===== src/common/uart_params.svh =====
//--------------------------------------------------------------------------
// Fixed UART and register map settings for the RTL and the testbench
// Bit period is counted in system clocks and must be even, at least 4
// Receive buffer depth must be at least 2
// Transmit credits match the two transmitter stages and must stay at 2
//--------------------------------------------------------------------------
`ifndef UART_PARAMS_SVH
`define UART_PARAMS_SVH

// Serial bit period in clock cycles
`define UART_CLOCKS_PER_BIT 16

// Receive buffer entries, also the receiver's starting credits
`define UART_RX_DEPTH 4

// Holding plus shift register
`define UART_TX_CREDITS 2

// Register map
`define UART_STATUS_ADDR  32'h8000_0000
`define UART_RX_DATA_ADDR 32'h8000_0004
`define UART_TX_DATA_ADDR 32'h8000_0008

`endif


===== src/common/mmio_pkg.sv =====
//--------------------------------------------------------------------------
// Processor bus types for the serial port register block
// One bus operation per cycle and 32-bit words only
// Status bits above rx_overrun read as zero
//--------------------------------------------------------------------------
`default_nettype none

package mmio_pkg;

    // Bus operation of one cycle
    typedef enum logic [1:0]
    {
        io_idle  = 2'd0,
        io_read  = 2'd1,
        io_write = 2'd2
    } io_op_e;

    // Register selected by the decoded address
    typedef enum logic [1:0]
    {
        reg_status,
        reg_rx_data,
        reg_tx_data,
        reg_none
    } io_reg_e;

    typedef logic [31:0] io_word_t;

    // Bit positions in the status word
    typedef enum int unsigned
    {
        stat_tx_ready   = 0,
        stat_rx_valid   = 1,
        stat_rx_overrun = 2
    } status_bits;

endpackage

`default_nettype wire


===== src/common/serial_pkg.sv =====
//--------------------------------------------------------------------------
// Serial side types for the UART
// Frames are 8N1 only, so one byte type covers both directions
//--------------------------------------------------------------------------
`default_nettype none

package serial_pkg;

    typedef logic [7:0] serial_byte_t;

    // Transmitter frame position
    typedef enum logic [1:0]
    {
        tx_idle,
        tx_start,
        tx_data,
        tx_stop
    } tx_state_e;

    // Receiver frame position
    typedef enum logic [1:0]
    {
        rx_idle,
        rx_start,
        rx_data,
        rx_stop
    } rx_state_e;

endpackage

`default_nettype wire


===== src/common/byte_stream_if.sv =====
//--------------------------------------------------------------------------
// Credit based byte channel
// Sender raises valid only while it holds a credit
// Receiver must take every valid byte and pulses credit once per free slot
//--------------------------------------------------------------------------
`timescale 1ns/1ps
`default_nettype none

interface byte_stream_if;
    import serial_pkg::*;

    logic         valid;
    serial_byte_t data;
    logic         credit;

    modport sender
    (
        output valid,
        output data,
        input  credit
    );

    modport receiver
    (
        input  valid,
        input  data,
        output credit
    );

endinterface

`default_nettype wire


===== src/hdl/io_register_file.sv =====
//--------------------------------------------------------------------------
// Bus facing register block of the serial port
// Read data is registered and appears one cycle after the access
// Unmapped reads and the write-only transmit register read as zero
// Transmit writes without a free credit are silently dropped
// Status read clears the sticky overrun flag unless a new one arrives
//--------------------------------------------------------------------------
`timescale 1ns/1ps
`default_nettype none
`include "uart_params.svh"

module io_register_file
(
    input  wire                clock,
    input  wire                reset,
    input  wire mmio_pkg::io_op_e op,
    input  wire mmio_pkg::io_word_t addr,
    input  wire mmio_pkg::io_word_t write_data,
    output mmio_pkg::io_word_t read_data,
    byte_stream_if.sender      tx,
    byte_stream_if.receiver    rx,
    input  wire                overrun
);
    import mmio_pkg::*;
    import serial_pkg::*;

    localparam int TX_CW    = $clog2(`UART_TX_CREDITS + 1);
    localparam int RX_DEPTH = `UART_RX_DEPTH;
    localparam int PTR_W    = $clog2(RX_DEPTH);
    localparam int CNT_W    = $clog2(RX_DEPTH + 1);

    io_reg_e          sel;
    logic [TX_CW-1:0] tx_credits;
    logic             tx_ready;
    serial_byte_t     rx_mem [RX_DEPTH];
    logic [PTR_W-1:0] wr_ptr;
    logic [PTR_W-1:0] rd_ptr;
    logic [CNT_W-1:0] rx_count;
    logic             rx_valid;
    logic             rx_pop;
    logic             status_read;
    logic             overrun_flag;
    io_word_t         status_word;

    function automatic logic [PTR_W-1:0] next_ptr(input logic [PTR_W-1:0] ptr);
        if (ptr == PTR_W'(RX_DEPTH - 1))
            return '0;
        return ptr + 1'b1;
    endfunction

    // ----------------------------------------------------------------------
    // Address decode
    // ----------------------------------------------------------------------
    always_comb
    begin
        case (addr)
            `UART_STATUS_ADDR:  sel = reg_status;
            `UART_RX_DATA_ADDR: sel = reg_rx_data;
            `UART_TX_DATA_ADDR: sel = reg_tx_data;
            default:            sel = reg_none;
        endcase
    end

    assign tx_ready    = (tx_credits != '0);
    assign rx_valid    = (rx_count != '0);
    assign status_read = (op == io_read) && (sel == reg_status);
    assign rx_pop      = (op == io_read) && (sel == reg_rx_data) && rx_valid;

    // ----------------------------------------------------------------------
    // Transmit path
    // ----------------------------------------------------------------------
    assign tx.valid = (op == io_write) && (sel == reg_tx_data) && tx_ready;
    assign tx.data  = write_data[7:0];

    always_ff @(posedge clock)
    begin
        if (reset)
            tx_credits <= TX_CW'(`UART_TX_CREDITS);
        else if (tx.valid && !tx.credit)
            tx_credits <= tx_credits - 1'b1;
        else if (!tx.valid && tx.credit)
            tx_credits <= tx_credits + 1'b1;
    end

    // ----------------------------------------------------------------------
    // Receive buffer with one credit handed back per pop
    // ----------------------------------------------------------------------
    assign rx.credit = rx_pop;

    always_ff @(posedge clock)
    begin
        if (rx.valid)
            rx_mem[wr_ptr] <= rx.data;
    end

    always_ff @(posedge clock)
    begin
        if (reset)
        begin
            wr_ptr   <= '0;
            rd_ptr   <= '0;
            rx_count <= '0;
        end
        else
        begin
            if (rx.valid)
                wr_ptr <= next_ptr(wr_ptr);
            if (rx_pop)
                rd_ptr <= next_ptr(rd_ptr);
            if (rx.valid && !rx_pop)
                rx_count <= rx_count + 1'b1;
            else if (!rx.valid && rx_pop)
                rx_count <= rx_count - 1'b1;
        end
    end

    // New overrun wins over a clearing status read
    always_ff @(posedge clock)
    begin
        if (reset)
            overrun_flag <= 1'b0;
        else if (overrun)
            overrun_flag <= 1'b1;
        else if (status_read)
            overrun_flag <= 1'b0;
    end

    always_comb
    begin
        status_word                  = '0;
        status_word[stat_tx_ready]   = tx_ready;
        status_word[stat_rx_valid]   = rx_valid;
        status_word[stat_rx_overrun] = overrun_flag;
    end

    // Registered read data
    always_ff @(posedge clock)
    begin
        if (reset)
            read_data <= '0;
        else if (status_read)
            read_data <= status_word;
        else if (rx_pop)
            read_data <= {24'b0, rx_mem[rd_ptr]};
        else
            read_data <= '0;
    end

    // Credit accounting on both channels
    assert property (@(posedge clock) disable iff (reset)
        tx.credit |-> tx_credits < TX_CW'(`UART_TX_CREDITS));
    assert property (@(posedge clock) disable iff (reset)
        rx.valid |-> rx_count < CNT_W'(RX_DEPTH));

endmodule

`default_nettype wire


===== src/uart/uart_transmitter.sv =====
//--------------------------------------------------------------------------
// UART transmitter with a holding register in front of the shifter
// Sends 8N1 frames LSB first, each bit `UART_CLOCKS_PER_BIT cycles long
// A credit returns when the shifter finishes a frame
// Back to back frames follow without extra idle time
//--------------------------------------------------------------------------
`timescale 1ns/1ps
`default_nettype none
`include "uart_params.svh"

module uart_transmitter
(
    input  wire              clock,
    input  wire              reset,
    byte_stream_if.receiver  in,
    output logic             serial_out
);
    import serial_pkg::*;

    localparam int CPB   = `UART_CLOCKS_PER_BIT;
    localparam int CNT_W = $clog2(CPB);
    localparam logic [CNT_W-1:0] LAST = CNT_W'(CPB - 1);

    tx_state_e        state;
    logic [CNT_W-1:0] bit_cnt;
    logic [2:0]       bit_idx;
    logic             bit_end;
    serial_byte_t     hold;
    logic             hold_full;
    serial_byte_t     shift;
    logic             load;

    assign bit_end = (bit_cnt == LAST);

    // Shifter takes the held byte when idle or at the end of a stop bit
    assign load = hold_full && ((state == tx_idle) || (state == tx_stop && bit_end));

    // A finished frame frees one of the two stages
    assign in.credit = (state == tx_stop) && bit_end;

    // Holding register and its occupied flag
    always_ff @(posedge clock)
    begin
        if (in.valid)
            hold <= in.data;
    end

    always_ff @(posedge clock)
    begin
        if (reset)
            hold_full <= 1'b0;
        else if (in.valid)
            hold_full <= 1'b1;
        else if (load)
            hold_full <= 1'b0;
    end

    // ----------------------------------------------------------------------
    // Frame sequencer
    // ----------------------------------------------------------------------
    always_ff @(posedge clock)
    begin
        if (reset)
        begin
            state      <= tx_idle;
            bit_cnt    <= '0;
            bit_idx    <= '0;
            serial_out <= 1'b1;
        end
        else if (load)
        begin
            shift      <= hold;
            state      <= tx_start;
            bit_cnt    <= '0;
            serial_out <= 1'b0;
        end
        else
        begin
            bit_cnt <= (state == tx_idle || bit_end) ? '0 : bit_cnt + 1'b1;
            case (state)
                tx_start:
                begin
                    if (bit_end)
                    begin
                        state      <= tx_data;
                        bit_idx    <= '0;
                        serial_out <= shift[0];
                    end
                end
                tx_data:
                begin
                    if (bit_end)
                    begin
                        shift   <= {1'b0, shift[7:1]};
                        bit_idx <= bit_idx + 1'b1;
                        if (bit_idx == 3'd7)
                        begin
                            state      <= tx_stop;
                            serial_out <= 1'b1;
                        end
                        else
                            serial_out <= shift[1];
                    end
                end
                tx_stop:
                begin
                    if (bit_end)
                        state <= tx_idle;
                end
                default:
                    serial_out <= 1'b1;
            endcase
        end
    end

    // Sender holds at most one credit beyond the busy shifter
    assert property (@(posedge clock) disable iff (reset)
        in.valid |-> (!hold_full || load));

endmodule

`default_nettype wire


===== src/uart/uart_receiver.sv =====
//--------------------------------------------------------------------------
// UART receiver for 8N1 frames
// Input passes a two flop synchronizer, bits are sampled at mid period
// Frames with a low stop bit are dropped without any flag
// A good frame with no credit left is dropped and pulses overrun
//--------------------------------------------------------------------------
`timescale 1ns/1ps
`default_nettype none
`include "uart_params.svh"

module uart_receiver
(
    input  wire            clock,
    input  wire            reset,
    input  wire            serial_in,
    byte_stream_if.sender  out,
    output logic           overrun
);
    import serial_pkg::*;

    localparam int CPB   = `UART_CLOCKS_PER_BIT;
    localparam int CNT_W = $clog2(CPB);
    localparam int CR_W  = $clog2(`UART_RX_DEPTH + 1);
    localparam logic [CNT_W-1:0] LAST = CNT_W'(CPB - 1);
    localparam logic [CNT_W-1:0] HALF = CNT_W'(CPB / 2 - 1);

    rx_state_e        state;
    logic [1:0]       sync_q;
    logic             rx_bit;
    logic             rx_prev;
    logic             start_edge;
    logic [CNT_W-1:0] bit_cnt;
    logic [2:0]       bit_idx;
    serial_byte_t     shift;
    logic             frame_ok;
    logic [CR_W-1:0]  credits;

    // Synchronizer idles high like the line
    always_ff @(posedge clock)
    begin
        if (reset)
        begin
            sync_q  <= 2'b11;
            rx_prev <= 1'b1;
        end
        else
        begin
            sync_q  <= {sync_q[0], serial_in};
            rx_prev <= sync_q[1];
        end
    end

    assign rx_bit     = sync_q[1];
    assign start_edge = rx_prev && !rx_bit;

    // ----------------------------------------------------------------------
    // Frame sampler
    // ----------------------------------------------------------------------
    always_ff @(posedge clock)
    begin
        if (reset)
        begin
            state   <= rx_idle;
            bit_cnt <= '0;
            bit_idx <= '0;
        end
        else
        begin
            bit_cnt <= bit_cnt + 1'b1;
            case (state)
                rx_idle:
                begin
                    bit_cnt <= '0;
                    if (start_edge)
                        state <= rx_start;
                end
                rx_start:
                begin
                    // Recheck the start bit at its middle to reject glitches
                    if (bit_cnt == HALF)
                    begin
                        bit_cnt <= '0;
                        bit_idx <= '0;
                        state   <= rx_bit ? rx_idle : rx_data;
                    end
                end
                rx_data:
                begin
                    if (bit_cnt == LAST)
                    begin
                        bit_cnt <= '0;
                        shift   <= {rx_bit, shift[7:1]};
                        bit_idx <= bit_idx + 1'b1;
                        if (bit_idx == 3'd7)
                            state <= rx_stop;
                    end
                end
                default:
                begin
                    if (bit_cnt == LAST)
                        state <= rx_idle;
                end
            endcase
        end
    end

    // Good stop bit sampled this cycle
    assign frame_ok = (state == rx_stop) && (bit_cnt == LAST) && rx_bit;

    assign out.valid = frame_ok && (credits != '0);
    assign out.data  = shift;
    assign overrun   = frame_ok && (credits == '0);

    always_ff @(posedge clock)
    begin
        if (reset)
            credits <= CR_W'(`UART_RX_DEPTH);
        else if (out.valid && !out.credit)
            credits <= credits - 1'b1;
        else if (!out.valid && out.credit)
            credits <= credits + 1'b1;
    end

endmodule

`default_nettype wire


===== src/hdl/io_interface.sv =====
//--------------------------------------------------------------------------
// Memory mapped serial port, top level
// Registers at 0x80000000 (status), 0x80000004 (rx), 0x80000008 (tx)
// serial_in is asynchronous and synchronized inside the receiver
//--------------------------------------------------------------------------
`timescale 1ns/1ps
`default_nettype none

module io_interface
(
    input  wire                clock,
    input  wire                reset,
    input  wire mmio_pkg::io_op_e op,
    input  wire mmio_pkg::io_word_t addr,
    input  wire mmio_pkg::io_word_t write_data,
    output mmio_pkg::io_word_t read_data,
    input  wire                serial_in,
    output logic               serial_out
);

    // Register file to transmitter, and receiver to register file
    byte_stream_if tx_stream ();
    byte_stream_if rx_stream ();

    logic rx_overrun;

    io_register_file regs
    (
        .clock      (clock),
        .reset      (reset),
        .op         (op),
        .addr       (addr),
        .write_data (write_data),
        .read_data  (read_data),
        .tx         (tx_stream.sender),
        .rx         (rx_stream.receiver),
        .overrun    (rx_overrun)
    );

    uart_transmitter transmitter
    (
        .clock      (clock),
        .reset      (reset),
        .in         (tx_stream.receiver),
        .serial_out (serial_out)
    );

    uart_receiver receiver
    (
        .clock      (clock),
        .reset      (reset),
        .serial_in  (serial_in),
        .out        (rx_stream.sender),
        .overrun    (rx_overrun)
    );

endmodule

`default_nettype wire


===== config.mk =====
export PLATFORM = sky130hd
export DESIGN_NAME = io_interface
export DESIGN_NICKNAME = d
export VERILOG_FILES = /design/src/common/mmio_pkg.sv /design/src/common/serial_pkg.sv /design/src/common/byte_stream_if.sv /design/src/hdl/io_register_file.sv /design/src/uart/uart_transmitter.sv /design/src/uart/uart_receiver.sv /design/src/hdl/io_interface.sv
export VERILOG_INCLUDE_DIRS = /design/src /design/src/common
export SDC_FILE = /design/constraint.sdc
export NUM_CORES = 1
export LEC_CHECK = 0
export BUFFER_PORTS_ARGS = -buffer_cell sky130_fd_sc_hd__buf_4
export CORE_AREA = 2 2 120 87
export CTS_CLUSTER_DIAMETER = 30
export DETAILED_ROUTE_END_ITERATION = 8
export DIE_AREA = 0 0 122 89
export GPL_TIMING_DRIVEN = 0
export PLACE_DENSITY = 0.79
export SLEW_MARGIN = 25
export SYNTH_ARGS = -nofsm -noshare
export SYNTH_HDL_FRONTEND = slang
export SYNTH_SLANG_ARGS = --single-unit

===== constraint.sdc =====
create_clock -name clock -period 2.4 [get_ports clock]
set_input_delay 0.12 -clock clock [delete_from_list [all_inputs] [get_ports clock]]
set_output_delay 0.12 -clock clock [all_outputs]
set_load 0.02 [all_outputs]

==> results of run 1 <==
registers in the layout, indices dropped and copies added (netlist names), 3 cells and up, named ones only:
signal / cells
receiver.out.data: 8
regs.rx_count: 3
transmitter.bit_idx: 3
regs.read_data: 8
transmitter.shift: 8
transmitter.bit_cnt: 4
transmitter.hold: 8
receiver.credits: 3
receiver.bit_idx: 3
receiver.bit_cnt: 4
regs.rx_mem: 32
cell type report:
class,instances,area [µm²],area share
Buffer,40,303,0.0519
Clock buffer,9,225,0.0386
Clock inverter,7,63.8,0.0109
Inverter,15,60.1,0.0103
Multi-Input combinational cell,240,1860,0.319
Sequential cell,102,2610,0.447
Tap cell,128,160,0.0274
Timing Repair Buffer,71,556,0.0952
stage by stage:
stage | hold WS [ns] | total power [W] | util | setup TNS (ns)
finish | 0.116 | 0.00363 | 0.610 | 0
global route | 0.111 | 0.00377 | 0.610 | -0.000943
CTS | 0.102 | 0.00365 | 0.607 | 0
detailed placement | 0.299 | 0.00225 | 0.561 | -0.127
global placement | 0.298 | 0.00224 | 0.560 | -1.74
floorplan | 0.209 | 0.00214 | - | 0
report_power, final:
part           internal (W)  switching (W)  total, W
clock              0.000728       0.000660   0.00139
sequential          0.00185      0.0000223   0.00187
combinational      0.000180       0.000188  0.000369
total               0.00276       0.000870   0.00363
synth_stat cells, drive strengths merged (7+ instances only):
cell    number
nand4        8
nand2       27
edfxtp      56
buf         32
ha          20
inv         14
o21ai        8
a21oi       18
xor2         7
mux4         8
nor3         9
dfxtp       46
nor2        28
clkbuf       8
final timing paths:
check	from	to	slack (ns)
max	receiver.bit_cnt[0]	receiver.credits[2]	0.10
min	op[1]	regs.read_data[2]	0.12
max reg2reg	receiver.bit_cnt[0]	receiver.credits[2]	0.10
min reg2reg	receiver.sync_q[0]	receiver.sync_q[1]	0.41
metal layers:
| metal | track usage | wire (µm) | vias up | part of all wire |
|---|---|---|---|---|
| met5 | 0 | 0 | - | 0 |
| met4 | 0.0522 | 131 | 0 | 0.015 |
| met3 | 0.0510 | 721 | 14 | 0.083 |
| met2 | 0.271 | 4010 | 130 | 0.46 |
| met1 | 0.216 | 3790 | 1464 | 0.44 |
| li1 | - | - | 1522 | - |
placed cells by master, fill, tap and decap left out, types with 4 or more instances in the layout:
master	instances
nor3b_2	6
dfxtp_1	43
o21ai_0	4
nor4_2	5
o21ai_1	4
a21oi_1	16
nor2_1	28
ha_1	18
clkbuf_16	9
mux4_2	8
nand2_1	26
and4_1	4
nand2b_1	4
dlygate4sd3_1	10
conb_1	24
and2_1	5
inv_1	12
mux2i_1	4
buf_6	4
xor2_1	7
nor3_1	8
buf_4	85
nand4_1	8
edfxtp_1	56
clkbuf_1	6
or2_2	4
cells by family (layout without fill, tap and decap cells):
kind of cell,after synthesis,in the layout
other,1,24
XOR/XNOR,10,10
AND/OR/NAND/NOR,123,123
buffers and inverters,55,142
multiplexers,14,14
AO/OA/AOI/OAI,47,47
adder cells (fa/ha/maj),22,22
flip-flops,102,102
tightest hold or removal path: cells and delay by family:
family / cells / cell delay [ns]
AOI/OAI and AO/OA: 1 / 0.05
and+or+nand+nor: 2 / 0.15
buffers and inverters: 1 / 0.09
repair_timing:
item / 4_1_cts / 5_1_grt
endpoints found under the hold margin: 10 / 0
hold buffers: 10 / 0
endpoints found under the setup margin: 2 / 10
pin swaps: 2 / 0
buffers inserted: 5 / 2
gates cloned: 0 / 0
resized for setup: 2 / 6
==> out/metrics.yaml, run 1 <==
cts:
  clockRootBuffer: "clkbuf_16"
  cts_tree: "done"
  cts_buffer_depth: 2
  cts_max_level: 3
  cts_buffers: 9
  clk_latency_ns: 0.34
  cts_sinks: 102
  clk_pin_slew_ns: 0.07
synth:
  synth_xor_area_frac: 0.0187
  synthMuxAreaShare: 0.0517
  synth_fa_ha_area_frac: 0.0619
  synth_edf_count: 56
  avgSynthCellArea_um2: 12.5
  synth_warnings: 0
  synth_compound_area_frac: 0.0718
  synthArstFlopShare: 0
  netlist_instances: 374
  synth_top_family_by_area: "simple AND/OR/NAND/NOR gates"
  ys_types: 68
  ys.flop_type: "edfxtp_1"
  synth_seq_cells: 102
  yosys.area_share.simple: 0.165
  yosysTopAreaCell: "edfxtp_1"
  synthesis.area_mm2: 0.00469
  synth_top_area_frac: 0.358
  synthTopCellsByArea: "edfxtp_1, dfxtp_1, ha_1, buf_4, mux4_2"
  ys_seq_area_frac: 0.555
worst_setup_path:
  path_common_cell: "ha_4"
  crit_chain: "ha_4 -> and4_1 -> and4b_1 -> buf_6 -> ha_4 -> inv_2 -> fa_2 -> xor2_1 -> o21ai_1 -> or3b_4"
  crit_family: "simple AND/OR/NAND/NOR gates"
  slowest_stage: "or3b_4"
  arrival_ns: 2.52
  cp_max_fo: 3
  reg2reg_depth: 10
  startpoint_type: "flop"
  critPathRequiredTime_ns: 2.63
  crit_cells: 10
  critical_path_class: "reg2reg"
  worst-path-buf-inv: 2
  critPathCaptureType: "flop"
  cpPeakStageDelay_ns: 0.37
sta:
  hold_viol_final: 0
  report.final.slew_viol_count: 0
  finalWorstSetupSlack_ns: 0.105
  max_freq_mhz: 436
  setup_viol: 0
  skew_ns: 0.00618
  period_share: 0.956
  relSlewSlack: 0.547
  fin_crit_ns: 2.30
  worst_slew_pin_slew_ns: 0.679
routing:
  viasPerCell: 5.11
  drtIter0Drc: 186
  dr.pass1.iters: 4
  routed_wl_um: 8650
  drcViolationCount: 0
  routed-via-count: 3130
  wl_per_cell_um: 14.1
  ant_nets: 0
placed_design:
  dp_hpwl_um: 5990
  place_ws_ns: -0.127
  dpl-instance-area_mm2: 0.00537
  gp_congestion: 0.847
  dp.cells: 579
  portBuffers: 53
power:
  ir_drop_v: 0.000377
  leakagePower_nw: 2.27
  power.density_mw_per_mm2: 622
cells_and_area:
  n_antenna_cell: 0
  fin_area_mm2: 0.00584
  fin_cells: 612
  fillers: 751
  drive_above_1_share: 0.329
  nNetsFinal: 570
  area_growth_syn_to_layout_pct: 24.4
grt:
  grt_first_pass_wirelength_um: 13900
  overflow: 0
  antenna_found_initial: 0
  grt_pass1_vias: 2888
  track_usage: 0.166
  grt_max_degree: 20
die:
  die_x_um: 122
  io_pins: 102
  die_area_mm2: 0.0109
  fp.coreArea_mm2: 0.00957
  die_h_um: 89
  num_rows: 30
  initial_core_util: 0.490
status:
  run_status: "complete, no violations"
flow_run:
  drv_cap: 0
hold_path:
  hp-class: "in2reg"
  hold-path-cell-count: 4
No activity file was read; power rests on OpenSTA's default activity.
==> inputs of run 2 (changes only) <==
--- a/config.mk
+++ b/config.mk
@@ -12,7 +12,7 @@
 export DETAILED_ROUTE_END_ITERATION = 8
 export DIE_AREA = 0 0 122 89
 export GPL_TIMING_DRIVEN = 0
-export PLACE_DENSITY = 0.79
+export PLACE_DENSITY = 0.77
 export SLEW_MARGIN = 25
 export SYNTH_ARGS = -nofsm -noshare
 export SYNTH_HDL_FRONTEND = slang
==> out/metrics.yaml, run 2 (synthesis gave the netlist of run 1 again) <==
status:
  run_status: "complete, no violations"  # unchanged
grt:
  grt_max_degree: 19  # was 20
  grt_pass1_vias: 2904  # was 2888
  overflow: 0  # unchanged
  track_usage: 0.167  # was 0.166
  grt_first_pass_wirelength_um: 13800  # was 13900 µm
  antenna_found_initial: 0  # unchanged
cts:
  clk_latency_ns: 0.35  # was 0.34 ns
  clk_pin_slew_ns: 0.07  # about the same
  clockRootBuffer: "clkbuf_16"  # unchanged
  cts_max_level: 3  # unchanged
  cts_buffer_depth: 2  # unchanged
  cts_buffers: 9  # unchanged
  cts_sinks: 102  # unchanged
  cts_tree: "done"  # unchanged
placed_design:
  dp_hpwl_um: 6000  # was 5990 µm
  portBuffers: 53  # unchanged
  gp_congestion: 0.847  # about the same
routing:
  ant_nets: 0  # unchanged
  viasPerCell: 5.05  # was 5.11
  drcViolationCount: 0  # unchanged
  drtIter0Drc: 142  # was 186
  routed_wl_um: 8730  # was 8650 µm
  routed-via-count: 3093  # was 3130
  wl_per_cell_um: 14.3  # was 14.1 µm
  dr.pass1.iters: 4  # unchanged
sta:
  skew_ns: 0.00952  # was 0.00618 ns
  setup_viol: 0  # unchanged
  finalHoldWorstSlack_ns: 0.111  # was 0.116 ns
  report.final.slew_viol_count: 0  # unchanged
  fin_crit_ns: 2.32  # was 2.30 ns
  hold_viol_final: 0  # unchanged
  rsz0062_at_grt: "yes"
  max_freq_mhz: 432  # was 436 MHz
  worst_slew_pin_slew_ns: 0.695  # was 0.679 ns
  period_share: 0.965  # was 0.956
  relSlewSlack: 0.536  # was 0.547
cells_and_area:
  final_common_cell: "buf_4"  # unchanged
  nNetsFinal: 570  # unchanged
  n_antenna_cell: 0  # unchanged
  area_growth_syn_to_layout_pct: 25.1  # was 24.4%
  largest-register: "regs.rx_mem"  # unchanged
  drive_above_1_share: 0.333  # was 0.329
  largest_reg_flops: 32  # unchanged
  post-route-util: 0.613  # was 0.610
  final_cell_mix: "buf_4, edfxtp_1, dfxtp_1"  # unchanged
worst_setup_path:
  slowest_stage: "or3b_4"  # unchanged
  path_common_cell: "ha_4"  # unchanged
  critPathRequiredTime_ns: 2.63  # about the same
  worst-path-buf-inv: 2  # unchanged
  crit_family: "simple AND/OR/NAND/NOR gates"  # unchanged
  cp_max_fo: 3  # unchanged
  critical_path_class: "reg2reg"  # unchanged
  critPathCaptureType: "flop"  # unchanged
  cpPeakStageDelay_ns: 0.37  # about the same
  crit_chain: "ha_4 -> and4_4 -> and4b_1 -> buf_6 -> ha_4 -> inv_4 -> fa_2 -> xor2_2 -> o21ai_1 -> or3b_4"  # was ha_4 -> and4_1 -> and4b_1 -> buf_6 -> ha_4 -> inv_2 -> fa_2 -> xor2_1 -> o21ai_1 -> or3b_4
  startpoint_type: "flop"  # unchanged
  arrival_ns: 2.55  # was 2.52 ns
flow_run:
  drv_cap: 0  # unchanged
die:
  die_area_mm2: 0.0109  # unchanged
  die_x_um: 122  # unchanged
  fp.coreArea_mm2: 0.00957  # unchanged
  die_h_um: 89  # unchanged
  initial_core_util: 0.490  # unchanged
  io_pins: 102  # unchanged
  num_rows: 30  # unchanged
power:
  ir_drop_v: 0.000313  # was 0.000377 V
  power.density_mw_per_mm2: 633  # was 622 mW/mm²
  leakagePower_nw: 2.28  # was 2.27 nW
hold_path:
  hp-class: "in2reg"  # unchanged
-- run 2: cell type report --
| type | instances | area (µm²) |
|---|---|---|
| buffer | 40 | 303 |
| clock buffer | 9 | 225 |
| clock inverter | 7 | 80.1 |
| fill | 747 | 3700 |
| inverter | 15 | 62.6 |
| multi-input combinational | 240 | 1870 |
| sequential | 102 | 2610 |
| tap | 128 | 160 |
| timing repair buffer | 71 | 558 |
-- run 2: final timing paths --
path	startpoint	end	slack (ns)	cells after the start
worst max-delay path	receiver.bit_cnt[1]	receiver.credits[2]	0.08	10
worst min-delay path	addr[3]	regs.read_data[0]	0.11	4
worst max register to register	receiver.bit_cnt[1]	receiver.credits[2]	0.08	10
worst min register to register	receiver.sync_q[0]	receiver.sync_q[1]	0.42	1
-- run 2: report_power, final --
group          internal [W]  switching (W)  total (W)  leakage, nW
clock network      0.000823       0.000653    0.00148        0.148
logic              0.000180       0.000189   0.000369         1.25
registers           0.00185      0.0000229    0.00187        0.877
total               0.00285       0.000865    0.00372         2.28
-- run 2: per-stage QoR --
stage	area (µm²)	setup WS, ns	std cells	setup TNS, ns	total power, W
5_1_grt	5870	-0.0234	612	-0.0234	0.00385
2_1_floorplan	4800	0.0128	397	0	0.00214
6_report	5870	0.0848	612	0	0.00372
3_5_place_dp	5370	-0.144	579	-0.144	0.00226
3_3_place_gp	5360	-0.237	578	-1.98	0.00224
4_1_cts	5850	0.0306	611	0	0.00374
-- run 2: per-layer routing --
| layer | track usage | vias up | share of wire |
|---|---|---|---|
| li1 | - | 1512 | - |
| met1 | 0.217 | 1470 | 0.44 |
| met2 | 0.274 | 102 | 0.47 |
| met3 | 0.0517 | 9 | 0.073 |
| met4 | 0.0460 | 0 | 0.011 |
| met5 | 0 | - | 0 |
-- run 2: worst reg2reg max path: stages (launching register included) --
cell	delay (ns)
dfxtp_2	0.36
ha_4	0.15
and4_4	0.21
and4b_1	0.21
buf_6	0.11
ha_4	0.14
inv_4	0.04
fa_2	0.34
xor2_2	0.16
o21ai_1	0.11
or3b_4	0.37
-- run 2: timing repair --
item                                   in CTS  in global routing
buffers inserted                            6                  1
resized for setup                           7                  4
endpoints found under the hold margin      10                  0
setup endpoints to repair                   2                 10
pin swaps                                   5                  4
hold buffers                               10                  0
==> inputs of run 3 (changes only) <==
--- a/config.mk
+++ b/config.mk
@@ -6,13 +6,15 @@
 export SDC_FILE = /design/constraint.sdc
 export NUM_CORES = 1
 export LEC_CHECK = 0
+export ABC_AREA = 1
 export BUFFER_PORTS_ARGS = -buffer_cell sky130_fd_sc_hd__buf_4
+export CAP_MARGIN = 20
 export CORE_AREA = 2 2 120 87
 export CTS_CLUSTER_DIAMETER = 30
 export DETAILED_ROUTE_END_ITERATION = 8
 export DIE_AREA = 0 0 122 89
 export GPL_TIMING_DRIVEN = 0
-export PLACE_DENSITY = 0.77
+export PLACE_DENSITY = 0.76
 export SLEW_MARGIN = 25
 export SYNTH_ARGS = -nofsm -noshare
 export SYNTH_HDL_FRONTEND = slang
==> out/metrics.yaml, run 3 <==
synth:
  synthArstFlopShare: 0  # unchanged
  ys_seq_area_frac: 0.556  # was 0.555
  avgSynthCellArea_um2: 9.49  # was 12.5 µm²
  synth_edf_count: 56  # unchanged
  ys_top_cells_by_count: "nor2_1, nand2_1, edfxtp_1"  # was edfxtp_1, dfxtp_1, nor2_1
  synth_warnings: 0  # unchanged
  ys.flop_type: "edfxtp_1"  # unchanged
  netlist_instances: 493  # was 374
  yosysMostFrequentCell: "nor2_1"  # was edfxtp_1
  yosysTopAreaCell: "edfxtp_1"  # unchanged
  synth_seq_cells: 102  # unchanged
  synthTopCellsByArea: "edfxtp_1, dfxtp_1, nor2_1, ha_1, nand2_1"  # was edfxtp_1, dfxtp_1, ha_1, buf_4, mux4_2
  synth_top_area_frac: 0.359  # was 0.358
  ys_types: 38  # was 68
  synthesis.area_mm2: 0.00468  # was 0.00469 mm²
routing:
  routed_wl_um: 9950  # was 8730 µm
  viasPerCell: 4.87  # was 5.05
  dr.pass1.iters: 4  # unchanged
  ant_nets: 0  # unchanged
  drtIter0Drc: 221  # was 142
  routed-via-count: 3555  # was 3093
  wl_per_cell_um: 13.6  # was 14.3 µm
  drcViolationCount: 0  # unchanged
worst_setup_path:
  critPathCaptureType: "flop"  # unchanged
  cp_max_fo: 6  # was 3
  startpoint_type: "flop"  # unchanged
  arrival_ns: 2.51  # was 2.55 ns
  endpoint: "receiver.credits[2]"  # unchanged
  critPathRequiredTime_ns: 2.63  # about the same
  reg2reg_depth: 14  # was 10
  critPathLaunch: "receiver.bit_cnt[1]"  # unchanged
  worst_r2r_startpoint: "receiver.bit_cnt[1]"  # unchanged
  r2r-end: "receiver.credits[2]"  # unchanged
  critical_path_class: "reg2reg"  # unchanged
  r2r_slack_ns: 0.12  # was 0.08 ns
status:
  run_status: "complete, no violations"  # unchanged
grt:
  antenna_found_initial: 0  # unchanged
  grt_max_degree: 19  # unchanged
  grt_pass1_vias: 3357  # was 2904
  grt_first_pass_wirelength_um: 15400  # was 13800 µm
  overflow: 0  # unchanged
  track_usage: 0.183  # was 0.167
die:
  fp.coreArea_mm2: 0.00957  # unchanged
  initial_core_util: 0.489  # was 0.490
  die_area_mm2: 0.0109  # unchanged
  die_x_um: 122  # unchanged
  num_rows: 30  # unchanged
  die_h_um: 89  # unchanged
  io_pins: 102  # unchanged
power:
  power.density_mw_per_mm2: 693  # was 633 mW/mm²
  leakagePower_nw: 2.52  # was 2.28 nW
  ir_drop_v: 0.000385  # was 0.000313 V
cells_and_area:
  area_growth_syn_to_layout_pct: 24.3  # was 25.1%
  nNetsFinal: 688  # was 570
  fin_cells: 730  # was 612
  final_cell_mix: "nor2_1, buf_4, nand2_1"  # was buf_4, edfxtp_1, dfxtp_1
  final_common_cell: "nor2_1"  # was buf_4
  n_antenna_cell: 0  # unchanged
  largest_reg_flops: 32  # unchanged
  largest-register: "regs.rx_mem"  # unchanged
  drive_above_1_share: 0.229  # was 0.333
sta:
  hold_viol_final: 0  # unchanged
  finalHoldWorstSlack_ns: 0.0783  # was 0.111 ns
  fin_crit_ns: 2.28  # was 2.32 ns
  period_share: 0.950  # was 0.965
  worst_slew_pin_slew_ns: 0.821  # was 0.695 ns
  report.final.slew_viol_count: 0  # unchanged
  rsz0062_at_grt: "yes"  # unchanged
  max_freq_mhz: 439  # was 432 MHz
  tns_ns: 0  # unchanged
  skew_ns: 0.0102  # was 0.00952 ns
  setup_viol: 0  # unchanged
  relSlewSlack: 0.450  # was 0.536
cts:
  clk_latency_ns: 0.34  # was 0.35 ns
  cts_buffer_depth: 2  # unchanged
  cts_tree: "done"  # unchanged
  cts_max_level: 3  # unchanged
  cts_sinks: 102  # unchanged
  clk_pin_slew_ns: 0.07  # about the same
  clockRootBuffer: "clkbuf_16"  # unchanged
  cts_buffers: 9  # unchanged
placed_design:
  gp_congestion: 0.875  # was 0.847
  portBuffers: 53  # unchanged
  dp_hpwl_um: 6980  # was 6000 µm
  dp.cells: 697  # was 579
flow_run:
  drv_cap: 0  # unchanged
hold_path:
  hp-class: "in2reg"  # unchanged
  hold-path-cell-count: 2  # was 4
  hp-start: "reset"  # was addr[3]
[run 3: changes by cell type after synthesis, sizes merged, moves of 8 or more]
cell	change
nand3	+18
inv	+40
nor2	+66
mux4	-8
a21oi	+10
o21ai	+32
nand2	+36
[run 3: stage by stage]
stage / util / setup slack [ns] / total power (W) / cell area (µm²)
after detailed placement: 0.557 / -0.164 / 0.00261 / 5330
final: 0.608 / 0.120 / 0.00403 / 5820
after CTS: 0.605 / 0.00829 / 0.00405 / 5790
after floorplan: - / 0.145 / 0.00244 / 4770
after global placement: 0.556 / -0.489 / 0.00258 / 5320
after global routing: 0.608 / -0.0152 / 0.00421 / 5820
[run 3: what timing repair did]
action | CTS | global route
pin swaps | 2 | 1
endpoints found under the setup margin | 3 | 13
resized for setup | 7 | 9
hold buffers | 9 | 0
buffers inserted | 7 | 1
endpoints found under the hold margin | 9 | 0
[run 3: worst min path at each step]
| stage | to | slack [ns] |
|---|---|---|
| after detailed placement | transmitter.hold[0] | 0.30 |
| after global routing | receiver.sync_q[0] | 0.09 |
| after global placement | transmitter.hold[2] | 0.30 |
| after floorplan | transmitter.hold[0] | 0.22 |
| after CTS | receiver.sync_q[1] | 0.07 |
| final | receiver.sync_q[1] | 0.08 |
[run 3: routing by layer]
metal | vias to the layer above | wire length (µm) | track usage | share of wire
met4 | 0 | 83 | 0.0554 | 0.0083
met5 | - | 0 | 0 | 0
met2 | 122 | 4830 | 0.327 | 0.49
li1 | 1787 | - | - | -
met1 | 1637 | 4270 | 0.225 | 0.43
met3 | 9 | 772 | 0.0402 | 0.078
[run 3: area by class of cell]
type | count | area [µm²]
Timing Repair Buffer | 70 | 548
Sequential cell | 102 | 2600
Clock inverter | 6 | 48.8
Clock buffer | 10 | 250
Tap cell | 128 | 160
Inverter | 54 | 203
Buffer | 32 | 221
Fill cell | 771 | 3760
Multi-Input combinational cell | 328 | 1780
[run 3: where the power goes]
group | internal, W | total [W] | switching, W
clock network | 0.000779 | 0.00143 | 0.000654
logic | 0.000272 | 0.000667 | 0.000395
registers | 0.00188 | 0.00193 | 0.0000551
total | 0.00293 | 0.00403 | 0.00110
[run 3: kinds of logic (layout without fill, tap and decap cells)]
| family | count (synthesis) | count (layout) | synth area share |
|---|---|---|---|
| AND/OR/NAND/NOR | 198 | 198 | 0.183 |
| flip-flops | 102 | 102 | 0.556 |
| buffers and inverters | 86 | 172 | 0.0906 |
| AO/OA/AOI/OAI | 75 | 75 | 0.0845 |
| adder cells (fa/ha/maj) | 22 | 22 | 0.0620 |
| multiplexers | 7 | 7 | 0.0192 |
| XOR/XNOR | 2 | 2 | 0.00374 |
| other | 1 | 24 | 0.000801 |
[run 3: critical path, cell delays in order, from the launching register on]
cell and delay (ns):
dfxtp_1 0.34, ha_1 0.17, nand2_1 0.08, inv_2 0.09, nand2_2 0.09, nor3_4 0.17
nand2_2 0.09, inv_1 0.07, ha_1 0.15, inv_2 0.09, fa_2 0.37, a21oi_2 0.16
o21ai_1 0.09, a21oi_1 0.11, o21ai_0 0.10
